`src/hdl/sdramPkg.sv`:
```
`default_nettype none

package sdramPkg;

	localparam int DATA_W     = 16;
	localparam int BANK_W     = 2;
	localparam int ROW_W      = 12;
	localparam int COL_W      = 8;
	localparam int ADDR_W     = BANK_W + ROW_W + COL_W;     // {bank, row, column}
	localparam int FIFO_DEPTH = 32;

	localparam int CAS_LAT    = 2;
	localparam int T_RCD      = 2;
	localparam int T_RP       = 2;
	localparam int T_RFC      = 7;
	localparam int INIT_WAIT  = 200;                        // Short power-up wait

	// Full page, sequential, CAS latency from CAS_LAT, burst writes
	localparam logic [11:0] MODE_WORD = {5'b00000, 3'(CAS_LAT), 1'b0, 3'b111};

	// {rasN, casN, weN}
	localparam logic [2:0] CMD_MRS   = 3'b000;
	localparam logic [2:0] CMD_REF   = 3'b001;
	localparam logic [2:0] CMD_PRE   = 3'b010;
	localparam logic [2:0] CMD_ACT   = 3'b011;
	localparam logic [2:0] CMD_WRITE = 3'b100;
	localparam logic [2:0] CMD_READ  = 3'b101;
	localparam logic [2:0] CMD_BST   = 3'b110;
	localparam logic [2:0] CMD_NOP   = 3'b111;

	typedef logic [DATA_W-1:0] dataT;
	typedef logic [ADDR_W-1:0] wordAddrT;
	typedef logic [4:0]        burstLenT;                   // 1 to 16 words
	typedef logic [5:0]        fillT;                       // 0 to FIFO_DEPTH

	typedef enum logic [3:0] {
		INIT_WAIT_ST, INIT_PRE, INIT_REF, INIT_MODE,
		IDLE, ACTIVATE, RCD_WAIT, WRITE_BURST, READ_BURST,
		TERMINATE, PRECHARGE, RP_WAIT
	} seqStateT;

endpackage

`default_nettype wire
```
`src/hdl/portFifo.sv`:
```
`timescale 1ns/10ps
`default_nettype none

module portFifo
	import sdramPkg::*;
(
	input  wire       CLK,
	input  wire       RESET_N,
	input  wire       clear,
	input  wire       push,
	input  wire dataT pushData,
	input  wire       pop,
	output dataT      popData,
	output fillT      level,
	output logic      full,
	output logic      empty
);

	dataT mem [FIFO_DEPTH];
	logic [$clog2(FIFO_DEPTH)-1:0] wrPtr;
	logic [$clog2(FIFO_DEPTH)-1:0] rdPtr;
	logic doPush;
	logic doPop;

	assign doPush  = push && !full;                         // Overflow dropped
	assign doPop   = pop && !empty;
	assign full    = (level == fillT'(FIFO_DEPTH));
	assign empty   = (level == '0);
	assign popData = mem[rdPtr];                            // Head word, show-ahead

	always_ff @(posedge CLK)
	begin
		if (doPush)
			mem[wrPtr] <= pushData;
	end

	always_ff @(posedge CLK or negedge RESET_N)
	begin
		if (!RESET_N)
		begin
			wrPtr <= '0;
			rdPtr <= '0;
			level <= '0;
		end
		else if (clear)
		begin
			wrPtr <= '0;
			rdPtr <= '0;
			level <= '0;
		end
		else
		begin
			if (doPush)
				wrPtr <= wrPtr + 1'b1;
			if (doPop)
				rdPtr <= rdPtr + 1'b1;
			if (doPush && !doPop)
				level <= level + 1'b1;
			else if (doPop && !doPush)
				level <= level - 1'b1;
		end
	end

	assert property (@(posedge CLK) disable iff (!RESET_N) !(push && full))
		else $warning("FIFO push while full, word dropped");
	assert property (@(posedge CLK) disable iff (!RESET_N) !(pop && empty))
		else $error("FIFO pop while empty");

endmodule

`default_nettype wire

```
`config.mk`:
```
export PLATFORM = sky130hd
export DESIGN_NAME = portFifo
export DESIGN_NICKNAME = d
export VERILOG_FILES = /design/src/hdl/sdramPkg.sv /design/src/hdl/portFifo.sv
export SDC_FILE = /design/constraint.sdc
export NUM_CORES = 1
export LEC_CHECK = 0
export BUFFER_PORTS_ARGS = -buffer_cell sky130_fd_sc_hd__buf_2
export CORE_AREA = 2 2 247 249
export CTS_CLUSTER_SIZE = 24
export DETAILED_ROUTE_END_ITERATION = 16
export DIE_AREA = 0 0 249 251
export PLACE_DENSITY = 0.58
export SYNTH_ARGS = -nofsm -noshare
export SYNTH_HDL_FRONTEND = slang
export SYNTH_SLANG_ARGS = --single-unit
```
`constraint.sdc`:
```
create_clock -name CLK -period 6.1 [get_ports CLK]
set_clock_uncertainty 0.05 [all_clocks]
set_input_delay 1.525 -clock CLK [delete_from_list [all_inputs] [get_ports CLK]]
set_output_delay 1.525 -clock CLK [all_outputs]
set_load 0.005 [all_outputs]
```
==> flow_summary.ini <==
[floorplanning]
initial_core_util = 0.3479
fp.dieArea_um2 = 62500
die_width_um = 249
num_rows = 90
core_area_um2 = 59790
num_io_pins = 45
die_h_um = 251

[routing]
drt_iter0_markers = 854
post_drt_wl_per_cell_um = 24.52
drcViolationCount = 0
first_pass_iters = 5
finalWirelength_um = 48700
vias = 10280
ant_nets = 0
via_per_inst = 5.176

[clocking]
cts_tree = built
cts-root-buf = clkbuf_16
numCtsBuffers = 54
clock_sinks = 528
hold_buffers = 0
cts-htree-levels = 2
clkTransAtPathRegs_ps = 60
cts-resized-gates = 0
clk_latency_ps = 600
cts_buffer_depth = 3
post_cts_buffers = 0

[logic_synthesis]
ys_ff_latch = 528
syn_avg_cell_area_um2 = 19.24
synthesis.yosys.warnings = 0
synth_xor_area_frac = 0.003368
synth_edf_count = 512
yosys.area_share.simple = 0.02743
synth_area_um2 = 20800
synth_nets = 1112
synth_compound_area_frac = 0.04006
synthArstFlopShare = 0.03030
ys_types = 47
synth_top_family_by_area = multiplexers
synth_fa_ha_area_frac = 0.006375
synthCells = 1081
synthMuxAreaShare = 0.1505
synthFlopType = edfxtp_1
ys_seq_area_frac = 0.7583

[layout]
layout_common_cells = 512 x edfxtp_1, 162 x mux2i_1, 64 x mux4_2
nets = 1190
fin_area_um2 = 23780
mostFrequentLayoutCell = edfxtp_1
drive_gt1_frac = 0.2086
area_growth_syn_to_layout_pct = 14.30

[setup_path]
required_ps = 4530
cp_max_fo = 44
path_class = reg -> out
max_stage_delay_ps = 810
start_kind = register
crit_slowest_cell = buf_4
cp.arrival_ps = 3670
endpoint_kind = output port
path_cells = buf_4, mux4_2, mux2i_1, o221ai_1, buf_2

[placed_design]
hpwl_um = 28400
placed_cell_area_um2 = 22140
portBuffers = 44
gp_congestion = 0.7588

[global_routing]
grt_usage = 0.1561
grt_pass1_vias = 10450
grt_max_degree = 91
grt_overflow_total = 0
antenna_found_initial = 1
grt_pass1_wl_um = 71210

[worst_hold_path]
min_path_type = reg -> reg

[sta]
finalSetupViolCount = 0
finalCritPeriodShare = 0.8606
maxSlewViolCount = 0
maxSlewHeadroom = 0.1781
worst_slew_pin_slew_ps = 1232
rsz0062_at_grt = false
finalCriticalPeriod_ps = 5249
finalHoldViolations = 0
final.setup.tns_ps = 0
fmaxAchievable_mhz = 190.5

[flow_run]
cap_violations = 0

[power]
p_per_area_nw_per_um2 = 360.0
p_leak_nw = 7.311
irDropWorstVdd_mv = 0.2152

[outcome]
status = finished clean
## metrics by stage
stage / instances / power (mW) / setup slack [ps] / utilization / hold WS [ps]
after global routing: 1985 / 8.867 / 602.5 / 0.3976 / 555.0
final: 1986 / 8.559 / 850.6 / 0.3977 / 536.3
after detailed placement: 1885 / 5.576 / 1395 / 0.3703 / 528.8
after floorplan: 1081 / 5.069 / 2362 / - / 496.2
after global placement: 1885 / 5.559 / 1390 / 0.3703 / 528.6
after CTS: 1985 / 8.639 / 727.5 / 0.3976 / 543.6
## logic make-up after synthesis
logic type	count (synthesis)
flip-flops	528
XOR/XNOR	8
multiplexers	232
AND/OR/NAND/NOR	123
adder cells (fa/ha/maj)	10
AO/OA/AOI/OAI	112
buffers and inverters	68
## flip-flops by register name (all words and copies together) (netlist names)
signal / cells
level: 6
rdPtr: 5
wrPtr: 5
mem: 512
## worst max-delay path: cells and delay by family, from the launching register on
kind                   cells  cell delay, ps
flip-flops                 1             770
multiplexers               2             990
AO/OA/AOI/OAI              1             260
buffers and inverters      2            1010
## worst paths after layout
path                          start           to  slack [ps]  cells past startpoint
max reg2reg                level[0]     level[5]        2670                      9
min                        level[3]     level[3]         540                      1
min reg2reg                level[3]     level[3]         540                      1
min in group asynchronous   RESET_N     level[4]         790                      1
max                        rdPtr[0]  popData[15]         850                      5
max in group asynchronous   RESET_N     rdPtr[0]        4910                      1
## report_power, final
group	internal [mW]	switching, mW	leakage (nW)
Sequential	4.04	0.0982	4.82
Combinational	0.586	0.757	1.70
Clock	1.74	1.34	0.792
Total	6.37	2.19	7.31
## layout make-up
| cell class | instances | area [um2] |
|---|---|---|
| fillers | 5290 | 36020 |
| multi-input cells | 485 | 4785 |
| diodes | 1 | 2.502 |
| repair buffers | 84 | 570.5 |
| flip-flops and latches | 528 | 15780 |
| clock buffers | 71 | 1436 |
| well taps | 782 | 978.4 |
| inverters | 6 | 22.52 |
| clock inverters | 29 | 198.9 |
## routing by layer
metal / track usage / wire (um) / vias up / share of wire
met2: 0.2412 / 22580 / 298 / 0.46
met5: 0 / 0 / - / 0
li1: - / - / 4556 / -
met1: 0.2229 / 22100 / 5357 / 0.45
met4: 0.05039 / 1309 / 0 / 0.027
met3: 0.02992 / 2717 / 68 / 0.056
## synthesized netlist by cell type (9+ instances only)
cell	count	area [um2]
a21oi_1	19	95.09
a22o_1	20	175.2
a22oi_1	28	210.2
a31oi_1	16	100.1
buf_2	26	130.1
clkbuf_1	29	108.9
dfrtp_1	16	400.4
edfxtp_1	512	15370
ha_1	9	112.6
mux2i_1	162	1622
mux4_2	64	1441
nand2_1	26	97.59
nor2_1	50	187.7
nor3_1	17	85.08
o221ai_1	16	140.1
No activity file was read; power rests on OpenSTA's default activity.
