### config.mk
export PLATFORM = sky130hd
export DESIGN_NAME = burstScheduler_flat
export DESIGN_NICKNAME = d
export VERILOG_FILES = /design/src/hdl/sdramPkg.sv /design/src/hdl/burstIf.sv /design/src/hdl/burstScheduler.sv /design/src/flat_wrapper.sv
export SDC_FILE = /design/constraint.sdc
export NUM_CORES = 1
export LEC_CHECK = 0
export BUFFER_PORTS_ARGS = -buffer_cell sky130_fd_sc_hd__buf_2
export CORE_AREA = 2 2 135 137
export CTS_CLUSTER_SIZE = 16
export DETAILED_ROUTE_END_ITERATION = 8
export DIE_AREA = 0 0 137 139
export PLACE_DENSITY = 0.82
export SLEW_MARGIN = 25
export SYNTH_ARGS = -nofsm -noshare
export SYNTH_HDL_FRONTEND = slang
export SYNTH_SLANG_ARGS = --single-unit
### constraint.sdc
create_clock -name CLK -period 8.05 [get_ports CLK]
set_input_delay 1.61 -clock CLK [delete_from_list [all_inputs] [get_ports CLK]]
set_output_delay 1.61 -clock CLK [all_outputs]
set_load 0.01 [all_outputs]
### src/hdl/sdramPkg.sv
`default_nettype none

package sdramPkg;

	localparam int DATA_W     = 16;
	localparam int BANK_W     = 2;
	localparam int ROW_W      = 12;
	localparam int COL_W      = 8;
	localparam int ADDR_W     = BANK_W + ROW_W + COL_W;     // {bank, row, column}
	localparam int FIFO_DEPTH = 32;

	localparam int CAS_LAT    = 2;
	localparam int T_RCD      = 2;
	localparam int T_RP       = 2;
	localparam int T_RFC      = 7;
	localparam int INIT_WAIT  = 200;                        // Short power-up wait

	// Full page, sequential, CAS latency from CAS_LAT, burst writes
	localparam logic [11:0] MODE_WORD = {5'b00000, 3'(CAS_LAT), 1'b0, 3'b111};

	// {rasN, casN, weN}
	localparam logic [2:0] CMD_MRS   = 3'b000;
	localparam logic [2:0] CMD_REF   = 3'b001;
	localparam logic [2:0] CMD_PRE   = 3'b010;
	localparam logic [2:0] CMD_ACT   = 3'b011;
	localparam logic [2:0] CMD_WRITE = 3'b100;
	localparam logic [2:0] CMD_READ  = 3'b101;
	localparam logic [2:0] CMD_BST   = 3'b110;
	localparam logic [2:0] CMD_NOP   = 3'b111;

	typedef logic [DATA_W-1:0] dataT;
	typedef logic [ADDR_W-1:0] wordAddrT;
	typedef logic [4:0]        burstLenT;                   // 1 to 16 words
	typedef logic [5:0]        fillT;                       // 0 to FIFO_DEPTH

	typedef enum logic [3:0] {
		INIT_WAIT_ST, INIT_PRE, INIT_REF, INIT_MODE,
		IDLE, ACTIVATE, RCD_WAIT, WRITE_BURST, READ_BURST,
		TERMINATE, PRECHARGE, RP_WAIT
	} seqStateT;

endpackage

`default_nettype wire
### src/hdl/burstIf.sv
`timescale 1ns/10ps
`default_nettype none

interface burstIf
	import sdramPkg::*;
();

	logic     req;                                          // Held until done
	logic     isWrite;
	wordAddrT addr;                                         // First word of the burst
	burstLenT len;
	logic     done;                                         // One cycle after tRP

	modport producer (
		output req, output isWrite, output addr, output len,
		input  done
	);

	modport consumer (
		input  req, input isWrite, input addr, input len,
		output done
	);

endinterface

`default_nettype wire

### src/hdl/burstScheduler.sv
`timescale 1ns/10ps
`default_nettype none

module burstScheduler
	import sdramPkg::*;
(
	input  wire           CLK,
	input  wire           RESET_N,
	input  wire           initDone,
	input  wire           wrLoad,
	input  wire           rdLoad,
	input  wire wordAddrT wrStart,
	input  wire wordAddrT wrMax,
	input  wire wordAddrT rdStart,
	input  wire wordAddrT rdMax,
	input  wire burstLenT wrLen,
	input  wire burstLenT rdLen,
	input  wire fillT     wrLevel,
	input  wire fillT     rdLevel,
	burstIf.producer      burst
);

	wordAddrT wrAddr, wrStartR, wrMaxR;
	wordAddrT rdAddr, rdStartR, rdMaxR;
	burstLenT wrLenR, rdLenR;
	logic canStart;
	logic startRd;
	logic startWr;

	// Step by len, back to start once the last slot of the window is used
	function automatic wordAddrT nextAddr(wordAddrT cur, wordAddrT start, wordAddrT maxA,
		burstLenT len);
		wordAddrT step;
		step = wordAddrT'(len);
		if (cur >= maxA - step)
			return start;
		return cur + step;
	endfunction

	assign canStart = initDone && !burst.req && !wrLoad && !rdLoad;
	assign startRd  = canStart && (rdLenR != '0)
		&& ((fillT'(FIFO_DEPTH) - rdLevel) >= fillT'(rdLenR));   // Room for a whole burst
	assign startWr  = canStart && !startRd && (wrLenR != '0) && (wrLevel >= fillT'(wrLenR));

	always_ff @(posedge CLK or negedge RESET_N)
	begin
		if (!RESET_N)
		begin
			wrAddr   <= '0;
			wrStartR <= '0;
			wrMaxR   <= '0;
			wrLenR   <= '0;                                 // Port disabled
			rdAddr   <= '0;
			rdStartR <= '0;
			rdMaxR   <= '0;
			rdLenR   <= '0;
		end
		else
		begin
			if (wrLoad)
			begin
				wrAddr   <= wrStart;
				wrStartR <= wrStart;
				wrMaxR   <= wrMax;
				wrLenR   <= wrLen;
			end
			else if (burst.done && burst.isWrite)
				wrAddr <= nextAddr(wrAddr, wrStartR, wrMaxR, wrLenR);
			if (rdLoad)
			begin
				rdAddr   <= rdStart;
				rdStartR <= rdStart;
				rdMaxR   <= rdMax;
				rdLenR   <= rdLen;
			end
			else if (burst.done && !burst.isWrite)
				rdAddr <= nextAddr(rdAddr, rdStartR, rdMaxR, rdLenR);
		end
	end

	always_ff @(posedge CLK or negedge RESET_N)
	begin
		if (!RESET_N)
			burst.req <= 1'b0;
		else if (burst.done)
			burst.req <= 1'b0;
		else if (startRd || startWr)
			burst.req <= 1'b1;
	end

	always_ff @(posedge CLK)
	begin
		if (startRd || startWr)
		begin
			burst.isWrite <= startWr;
			burst.addr    <= startWr ? wrAddr : rdAddr;
			burst.len     <= startWr ? wrLenR : rdLenR;
		end
	end

	assert property (@(posedge CLK) disable iff (!RESET_N)
		burst.req && !burst.done |=> burst.req && $stable(burst.isWrite)
			&& $stable(burst.addr) && $stable(burst.len))
		else $error("Burst request dropped or changed before done");

endmodule

`default_nettype wire

### src/flat_wrapper.sv
// flat-port wrapper written by rule: the top's interface ports become plain ports
module burstScheduler_flat import sdramPkg::*;
  (CLK, RESET_N, initDone, wrLoad, rdLoad, wrStart, wrMax, rdStart, rdMax, wrLen, rdLen, wrLevel, rdLevel, burst_req, burst_isWrite, burst_addr, burst_len, burst_done);
  burstIf burst_i ();
  input  wire CLK;
  input  wire RESET_N;
  input  wire initDone;
  input  wire wrLoad;
  input  wire rdLoad;
  input  wire wordAddrT wrStart;
  input  wire wordAddrT wrMax;
  input  wire wordAddrT rdStart;
  input  wire wordAddrT rdMax;
  input  wire burstLenT wrLen;
  input  wire burstLenT rdLen;
  input  wire fillT wrLevel;
  input  wire fillT rdLevel;
  output wire logic [$bits(burst_i.req)-1:0] burst_req;
  output wire logic [$bits(burst_i.isWrite)-1:0] burst_isWrite;
  output wire logic [$bits(burst_i.addr)-1:0] burst_addr;
  output wire logic [$bits(burst_i.len)-1:0] burst_len;
  input wire logic [$bits(burst_i.done)-1:0] burst_done;
  assign burst_req = burst_i.req;
  assign burst_isWrite = burst_i.isWrite;
  assign burst_addr = burst_i.addr;
  assign burst_len = burst_i.len;
  assign burst_i.done = burst_done;
  burstScheduler u_core (.CLK(CLK), .RESET_N(RESET_N), .initDone(initDone), .wrLoad(wrLoad), .rdLoad(rdLoad), .wrStart(wrStart), .wrMax(wrMax), .rdStart(rdStart), .rdMax(rdMax), .wrLen(wrLen), .rdLen(rdLen), .wrLevel(wrLevel), .rdLevel(rdLevel), .burst(burst_i));
endmodule
==> reports/qor.csv, run 1 <==
stage,metric,value,unit
route,ANT nets after route,0,
critical_path,CP Launch Type,flip-flop,
synthesis,Post-Syn Instances,1004,
critical_path,CP required,8.34,ns
synthesis,main flop type after synthesis,dfrtp_1,
clock_network,"Clk pin slew, worst setup/hold paths",0.07,ns
sta,Slew @ Worst Pin,1.01,ns
sta,post-layout min period,5.03,ns
floorplanning,Die ar.,19000,µm²
cells_and_area,share of layout cells above drive strength 1,24.3,%
sta,setup violators final,0,
cells_and_area,Multi-input gate area,5630,µm²
critical_path,Critical Path Fanout Max,26,
clock_network,clock buffer count from CTS,17,
grt,Total GRT Usage,27.8,%
grt,largest net degree at the start of global routing,86,
route,# DRC,0,
clock_network,setup bufs post-CTS,0,
cells_and_area,Area Overhead vs Synth,14.4,%
sta,Setup Skew,0.00760,ns
job,max_cap viols,0,
synthesis,mean post-synth cell area,10.4,µm²
power_and_ir_drop,Leakage,5.26,nW
synthesis,Post-synth EDFFs,28,
power_and_ir_drop,Worst VDD drop,169,µV
clock_network,CTS tree,done,
floorplanning,Die Wd,137,µm
floorplanning,Initial Util,59.0,%
floorplanning,die span in y,139,µm
synthesis,Synth cell types,70,
route,Initial DRT Pass Iterations,5,
place,Post-DP HPWL,18600,µm
place,number of port buffers,144,
cells_and_area,filler cell count,1370,
sta,fmax,199,MHz
route,Initial DRC Count,708,
synthesis,fraction of registers with async set/reset,83.6,%
sta,period utilisation layout,62.4,%
cells_and_area,FF+latch area,4420,µm²
route,via count,8399,
synthesis,register area share after synthesis,42.4,%
synthesis,ranking of synthesized cells by area,"dfrtp_1, ha_1, mux2_2",
route,DR top layer,met4,
synthesis,Yosys top cell by area,dfrtp_1,
clock_network,clock sink total,171,
critical_path,R2R Setup Slk,3.02,ns
sta,slew margin rel.,32.6,%
floorplanning,I/O pin cnt,145,
critical_path,Crit Path Category,reg2reg,
route,met3 WL,1630,µm
cells_and_area,ANT cells,0,
sta,final hold violation count,0,
clock_network,worst skew pair latency,0.44,ns
route,Routed WL per cell,18.7,µm
clock_network,CTS root buffer,clkbuf_16,
hold_path,Hold WC Path Type,reg2reg,
synthesis,number of synthesized register bits,171,
grt,number of global-route vias before repair,8217,
critical_path,crit end category,flip-flop,
grt,initial antenna violation count,0,
route,met2 routed WL,12500,µm
clock_network,H-tree Lvls,4,
sta,setup TNS,0,ns
route,met1 wire length,11200,µm
cells_and_area,fin nets,1331,
route,detailed-route wire length,25800,µm
clock_network,post-CTS resize count,0,
power_and_ir_drop,Design Power,2.64,mW
sta,RSZ-0062 raised after global routing,no,
clock_network,CTS Hold Bufs,0,
floorplanning,row count,49,
grt,GRT Residual Overflow,0,
power_and_ir_drop,PwrDens,222,nW/µm²
synthesis,YS warnings,0,
status,outcome,"finished, final reports clean",
floorplanning,core footprint,17700,µm²
critical_path,"Arr. time, crit path",5.31,ns
route,vias per cell,6.10,
sta,hold slack,0.513,ns
sta,Final Max Tran Viols,0,
clock_network,Clock Path Buffers,2,
place,Placer Congestion,0.862,
synthesis,Synthesized Nets,1199,
synthesis,Synth top area share,34.4,%
grt,first-pass GRT wire length,41600,µm
synthesis,Netlist Area Pre-Place,10400,µm²
## per-layer routing
| layer | vias to the layer above | track usage (%) |
|---|---|---|
| met2 | 324 | 44.8 |
| li1 | 3950 | - |
| met5 | - | 0 |
| met1 | 4071 | 38.0 |
| met4 | 0 | 8.74 |
| met3 | 54 | 5.01 |
## Yosys cell counts (4+ instances only)
| cell type | count |
|---|---|
| nor3_1 | 24 |
| xor2_1 | 19 |
| nor2b_1 | 8 |
| xnor2_1 | 39 |
| o21ai_0 | 82 |
| clkbuf_1 | 26 |
| mux2_2 | 79 |
| nor3b_1 | 4 |
| mux2_1 | 12 |
| nand2_1 | 69 |
| buf_2 | 4 |
| or2_2 | 4 |
| o21bai_1 | 4 |
| nand2b_1 | 17 |
| edfxtp_1 | 28 |
| nand4_1 | 10 |
| nor4_1 | 11 |
| a21oi_1 | 44 |
| nor2_1 | 45 |
| a31oi_1 | 9 |
| and3_1 | 7 |
| o211ai_1 | 8 |
| a22oi_1 | 17 |
| inv_1 | 52 |
| mux2i_1 | 28 |
| or4_1 | 7 |
| or3_1 | 9 |
| fa_1 | 4 |
| a31o_2 | 4 |
| a22o_1 | 5 |
| ha_1 | 75 |
| dfrtp_1 | 143 |
| o21a_1 | 5 |
| nand3_1 | 23 |
| a211oi_1 | 5 |
| a221o_1 | 4 |
| a21o_1 | 12 |
| o31ai_1 | 9 |
## worst paths after layout
| check | startpoint | to | depth (start not counted) |
|---|---|---|---|
| max | u_core.wrLenR[1]$_DFFE_PN0P_ | u_core.wrAddr[21]$_DFFE_PN0P_ | 17 |
| min | u_core.wrStartR[3]$_DFFE_PN0P_ | u_core.wrStartR[3]$_DFFE_PN0P_ | 1 |
| max reg2reg | u_core.wrLenR[1]$_DFFE_PN0P_ | u_core.wrAddr[21]$_DFFE_PN0P_ | 17 |
| min reg2reg | u_core.wrStartR[3]$_DFFE_PN0P_ | u_core.wrStartR[3]$_DFFE_PN0P_ | 1 |
| max in group asynchronous | RESET_N | u_core.wrAddr[12]$_DFFE_PN0P_ | 2 |
| min in group asynchronous | RESET_N | u_core.wrMaxR[0]$_DFFE_PN0P_ | 1 |
## cells by family after synthesis
kind of cell             after synthesis  share of synthesized area, %
buffers and inverters                 91                          3.62
AO/OA/AOI/OAI                        234                          14.4
AND/OR/NAND/NOR                      252                          12.4
XOR/XNOR                              58                          4.88
adder cells (fa/ha/maj)               79                          9.78
multiplexers                         119                          12.5
flip-flops                           171                          42.4
## flip-flops by register name, indices dropped and copies added (netlist names)
register	cells
u_core.burst.addr	22
u_core.burst.isWrite	1
u_core.burst.len	5
u_core.burst.req	1
u_core.rdAddr	22
u_core.rdLenR	5
u_core.rdMaxR	22
u_core.rdStartR	22
u_core.wrAddr	22
u_core.wrLenR	5
u_core.wrMaxR	22
u_core.wrStartR	22
## worst max-delay path, stage by stage (launching register included)
cell      delay (ns)
dfrtp_1         0.42
inv_1           0.20
ha_1            0.27
nor2b_1         0.13
o21ai_1         0.20
a21oi_1         0.11
o21ai_0         0.37
or3b_1          0.44
or4_1           0.44
xor2_1          0.17
ha_1            0.29
nand4_1         0.09
nor4_1          0.06
a221o_1         0.31
a31o_2          0.27
nor2_4          0.70
mux2i_1         0.28
o211ai_1        0.11
## report_power, final
part / switching (mW) / leakage [nW] / internal, mW
Combinational: 0.372 / 3.01 / 0.307
Sequential: 0.121 / 1.96 / 0.984
Clock: 0.369 / 0.283 / 0.492
## layout by cell type (no fill, tap or decap), types with 9 or more instances in the layout
master and instances:
a22oi_1 17, o31ai_1 9, o21ai_0 82, mux2_1 12, xnor2_1 39, nor2_1 44
a21oi_1 44, nand2b_1 17, nor3_1 24, a31oi_1 9, mux2_2 79, inv_1 52
clkbuf_16 17, or3_1 9, a21o_1 12, dfrtp_1 143, nand2_1 68, buf_2 143
nand3_1 23, edfxtp_1 28, mux2i_1 28, nand4_1 10, ha_1 75, xor2_1 19
nor4_1 11
## cell type report
type / instances / share of cell area [%]
inverter: 53 / 1.67
timing repair buffer: 151 / 6.54
multi-input combinational: 742 / 47.2
sequential: 171 / 37.1
tap: 229 / 2.40
clock inverter: 15 / 1.55
clock buffer: 17 / 3.57
## through the flow
step,std cells,area [µm²],worst slack [ns],utilization [%]
6_report,1378,11900,3.02,67.5
5_1_grt,1378,11900,2.67,67.5
4_1_cts,1378,11900,3.05,67.5
3_5_place_dp,1346,11300,3.10,64.1
3_3_place_gp,1346,11300,3.21,64.0
2_1_floorplan,1004,10400,4.00,-
Note: power is estimated with default switching activity, not from simulation.
==> run 2: changes to the inputs <==
--- a/config.mk
+++ b/config.mk
@@ -6,11 +6,11 @@
 export NUM_CORES = 1
 export LEC_CHECK = 0
 export BUFFER_PORTS_ARGS = -buffer_cell sky130_fd_sc_hd__buf_2
-export CORE_AREA = 2 2 135 137
+export CORE_AREA = 2 2 136 138
 export CTS_CLUSTER_SIZE = 16
 export DETAILED_ROUTE_END_ITERATION = 8
-export DIE_AREA = 0 0 137 139
-export PLACE_DENSITY = 0.82
+export DIE_AREA = 0 0 138 140
+export PLACE_DENSITY = 0.81
 export SLEW_MARGIN = 25
 export SYNTH_ARGS = -nofsm -noshare
 export SYNTH_HDL_FRONTEND = slang
==> constraint.sdc (replaced) <==
create_clock -name CLK -period 5 [get_ports CLK]
set_input_delay 1 -clock CLK [delete_from_list [all_inputs] [get_ports CLK]]
set_output_delay 1 -clock CLK [all_outputs]
set_load 0.01 [all_outputs]
==> run 2 against run 1 <==
Against the previous run: count of clock-buffer cells in the layout is 3 higher; worst setup slack got worse by 2.7 ns; power increased by 56%; final cell count grew 0.73%; fmax rose by 6.9%; combinational power increased by 65%; first-iteration DRC count is 9.6% lower; clock skew up 0.0034 ns; largest cell class unchanged; highest routed layer unchanged.
==> reports/qor.csv, run 2 (same netlist as run 1, synthesis figures left out) <==
stage,metric,value,unit,change
grt,Total GRT Usage,27.1,%,was 27.8%
critical_path,"Arr. time, crit path",4.99,ns,was 5.31 ns
place,number of port buffers,144,,unchanged
sta,RSZ-0062 raised after global routing,no,,unchanged
place,post-place setup slack,0.291,ns,was 3.10 ns
critical_path,worst reg2reg path startpoint,u_core.wrLenR[1]$_DFFE_PN0P_,,unchanged
grt,largest net degree at the start of global routing,116,,was 86
sta,period utilisation layout,94.0,%,was 62.4%
clock_network,Clock Path Buffers,2,,unchanged
power_and_ir_drop,Leakage,5.31,nW,was 5.26 nW
clock_network,worst skew pair latency,0.44,ns,about the same
critical_path,critical path's top delay family,compound AO/OA/AOI/OAI gates,,was simple AND/OR/NAND/NOR gates
sta,setup violators final,0,,unchanged
route,ANT nets after route,0,,unchanged
critical_path,R2R cell count,18,,was 17
critical_path,CP bufs+invs,2,,was 1
sta,fmax,213,MHz,was 199 MHz
clock_network,CTS root buffer,clkbuf_16,,unchanged
critical_path,RR Endpoint,u_core.wrAddr[16]$_DFFE_PN0P_,,was u_core.wrAddr[21]$_DFFE_PN0P_
critical_path,Crit-path slowest cell,dfrtp_1,,was nor2_4
critical_path,Crit Path Category,reg2reg,,unchanged
cells_and_area,filler cell count,1378,,was 1370
sta,setup TNS,0,ns,unchanged
route,Routed WL per cell,18.6,µm,was 18.7 µm
critical_path,CP peak stage delay,0.45,ns,was 0.70 ns
critical_path,CP required,5.29,ns,was 8.34 ns
power_and_ir_drop,Design Power,4.14,mW,was 2.64 mW
route,Initial DRC Count,640,,was 708
cells_and_area,"commonest non-fill, non-tap cells in the layout","buf_2, dfrtp_1, o21ai_0, mux2_2, ha_1",,unchanged
clock_network,H-tree Lvls,4,,unchanged
status,outcome,"finished, final reports clean",,unchanged
place,Cells after DPL,1353,,was 1346
floorplanning,Die ar.,19300,µm²,was 19000 µm²
grt,first-pass GRT wire length,42500,µm,was 41600 µm
hold_path,Hold WC Path Type,in2async,,was reg2reg
power_and_ir_drop,PwrDens,346,nW/µm²,was 222 nW/µm²
grt,initial antenna violation count,0,,unchanged
route,via count,8487,,was 8399
critical_path,CP Depth,18,,was 17
sta,post-layout min period,4.70,ns,was 5.03 ns
place,Placer Congestion,0.891,,was 0.862
critical_path,crit end category,flip-flop,,unchanged
sta,final hold violation count,0,,unchanged
power_and_ir_drop,Worst VDD drop,299,µV,was 169 µV
cells_and_area,Area Overhead vs Synth,15.0,%,was 14.4%
critical_path,worst-path cell chain,"inv_1, ha_1, nor2b_1, o21ai_1, a21oi_1, o21ai_0, or3b_1, or4_1, xor2_1, ha_1, nand4_1, nor4_1, a221o_1, a31o_2, nor2_4, buf_4, o31ai_1, o31ai_1",,"was inv_1, ha_1, nor2b_1, o21ai_1, a21oi_1, o21ai_0, or3b_1, or4_1, xor2_1, ha_1, nand4_1, nor4_1, a221o_1, a31o_2, nor2_4, mux2i_1, o211ai_1"
route,Initial DRT Pass Iterations,5,,unchanged
critical_path,Setup crit end,u_core.wrAddr[16]$_DFFE_PN0P_,,was u_core.wrAddr[21]$_DFFE_PN0P_
place,area of placed instances,11400,µm²,was 11300 µm²
route,# DRC,0,,unchanged
sta,Final Max Tran Viols,0,,unchanged
clock_network,clock sink total,171,,unchanged
route,vias per cell,6.11,,was 6.10
critical_path,CP Launch Type,flip-flop,,unchanged
clock_network,CTS tree,done,,unchanged
critical_path,R2R Setup Slk,0.30,ns,was 3.02 ns
cells_and_area,ANT cells,0,,unchanged
grt,GRT Residual Overflow,0,,unchanged
clock_network,"Clk pin slew, worst setup/hold paths",0.06,ns,was 0.07 ns
clock_network,CTS Hold Bufs,0,,unchanged
route,detailed-route wire length,25800,µm,about the same
floorplanning,I/O pin cnt,145,,unchanged
place,Post-DP HPWL,18800,µm,was 18600 µm
floorplanning,die span in y,140,µm,was 139 µm
grt,number of global-route vias before repair,8489,,was 8217
floorplanning,row count,49,,unchanged
job,max_cap viols,0,,unchanged
sta,Slew @ Worst Pin,0.916,ns,was 1.01 ns
cells_and_area,share of layout cells above drive strength 1,24.6,%,was 24.3%
critical_path,worst setup path start,u_core.wrLenR[1]$_DFFE_PN0P_,,unchanged
cells_and_area,fin nets,1341,,was 1331
sta,Setup Skew,0.0110,ns,was 0.00760 ns
floorplanning,core footprint,17800,µm²,was 17700 µm²
sta,Final WS setup,0.299,ns,was 3.02 ns
floorplanning,Initial Util,58.6,%,was 59.0%
cells_and_area,Final Cell Area,12000,µm²,was 11900 µm²
floorplanning,Die Wd,138,µm,was 137 µm
critical_path,Critical Path Fanout Max,7,,was 26
clock_network,clock buffer count from CTS,17,,unchanged
sta,slew margin rel.,38.9,%,was 32.6%
cells_and_area,fin cells,1388,,was 1378
run 2: cell count changes in the layout (fill, tap and decap cells not counted), sizes merged:
cell / change
clkinvlp: -5
inv: -5
bufinv: -2
clkinv: +9
clkbuf: +4
buf: +9
run 2: how the worst min path moves through the flow:
stage,startpoint,end,slack [ns],cells after the start
3_5_place_dp,u_core.rdStartR[6]$_DFFE_PN0P_,u_core.rdStartR[6]$_DFFE_PN0P_,0.49,1
5_1_grt,RESET_N,u_core.wrMaxR[2]$_DFFE_PN0P_,0.46,1
4_1_cts,u_core.rdStartR[6]$_DFFE_PN0P_,u_core.rdStartR[6]$_DFFE_PN0P_,0.51,1
3_3_place_gp,u_core.rdStartR[10]$_DFFE_PN0P_,u_core.rdStartR[10]$_DFFE_PN0P_,0.48,1
6_report,RESET_N,u_core.wrMaxR[2]$_DFFE_PN0P_,0.45,1
2_1_floorplan,u_core.rdStartR[18]$_DFFE_PN0P_,u_core.rdStartR[18]$_DFFE_PN0P_,0.47,1
run 2: area by class of cell:
class	count	area (µm²)	share of cell area (%)
clock inverter	12	78.8	0.658
inverter	53	199	1.66
tap	229	287	2.39
timing repair buffer	161	890	7.43
sequential	171	4420	36.9
clock buffer	20	458	3.82
multi-input combinational	742	5640	47.1
run 2: stage by stage:
step | util [%] | hold WS (ns)
floorplan | - | 0.469
global placement | 63.9 | 0.485
detailed placement | 64.0 | 0.492
CTS | 67.0 | 0.506
global route | 67.3 | 0.463
finish | 67.3 | 0.453
run 2: where the power goes:
| part | switching (mW) | leakage [nW] | internal [mW] |
|---|---|---|---|
| registers | 0.195 | 1.96 | 1.58 |
| logic | 0.603 | 3.08 | 0.515 |
| clock network | 0.539 | 0.270 | 0.700 |
| total | 1.34 | 5.31 | 2.80 |
run 2: what timing repair did:
action                                  4_1_cts  5_1_grt
endpoints found under the setup margin        0       23
setup buffers                                 0        2
resized for setup                             0        3
run 2: per-layer routing:
layer,wire (µm),global-route usage [%],part of all wire (%),up-vias
li1,-,-,-,3968
met1,11000,36.2,43,4133
met2,12500,45.8,49,336
met3,1780,4.96,6.9,50
met4,496,7.30,1.9,0
met5,0,0,0,-
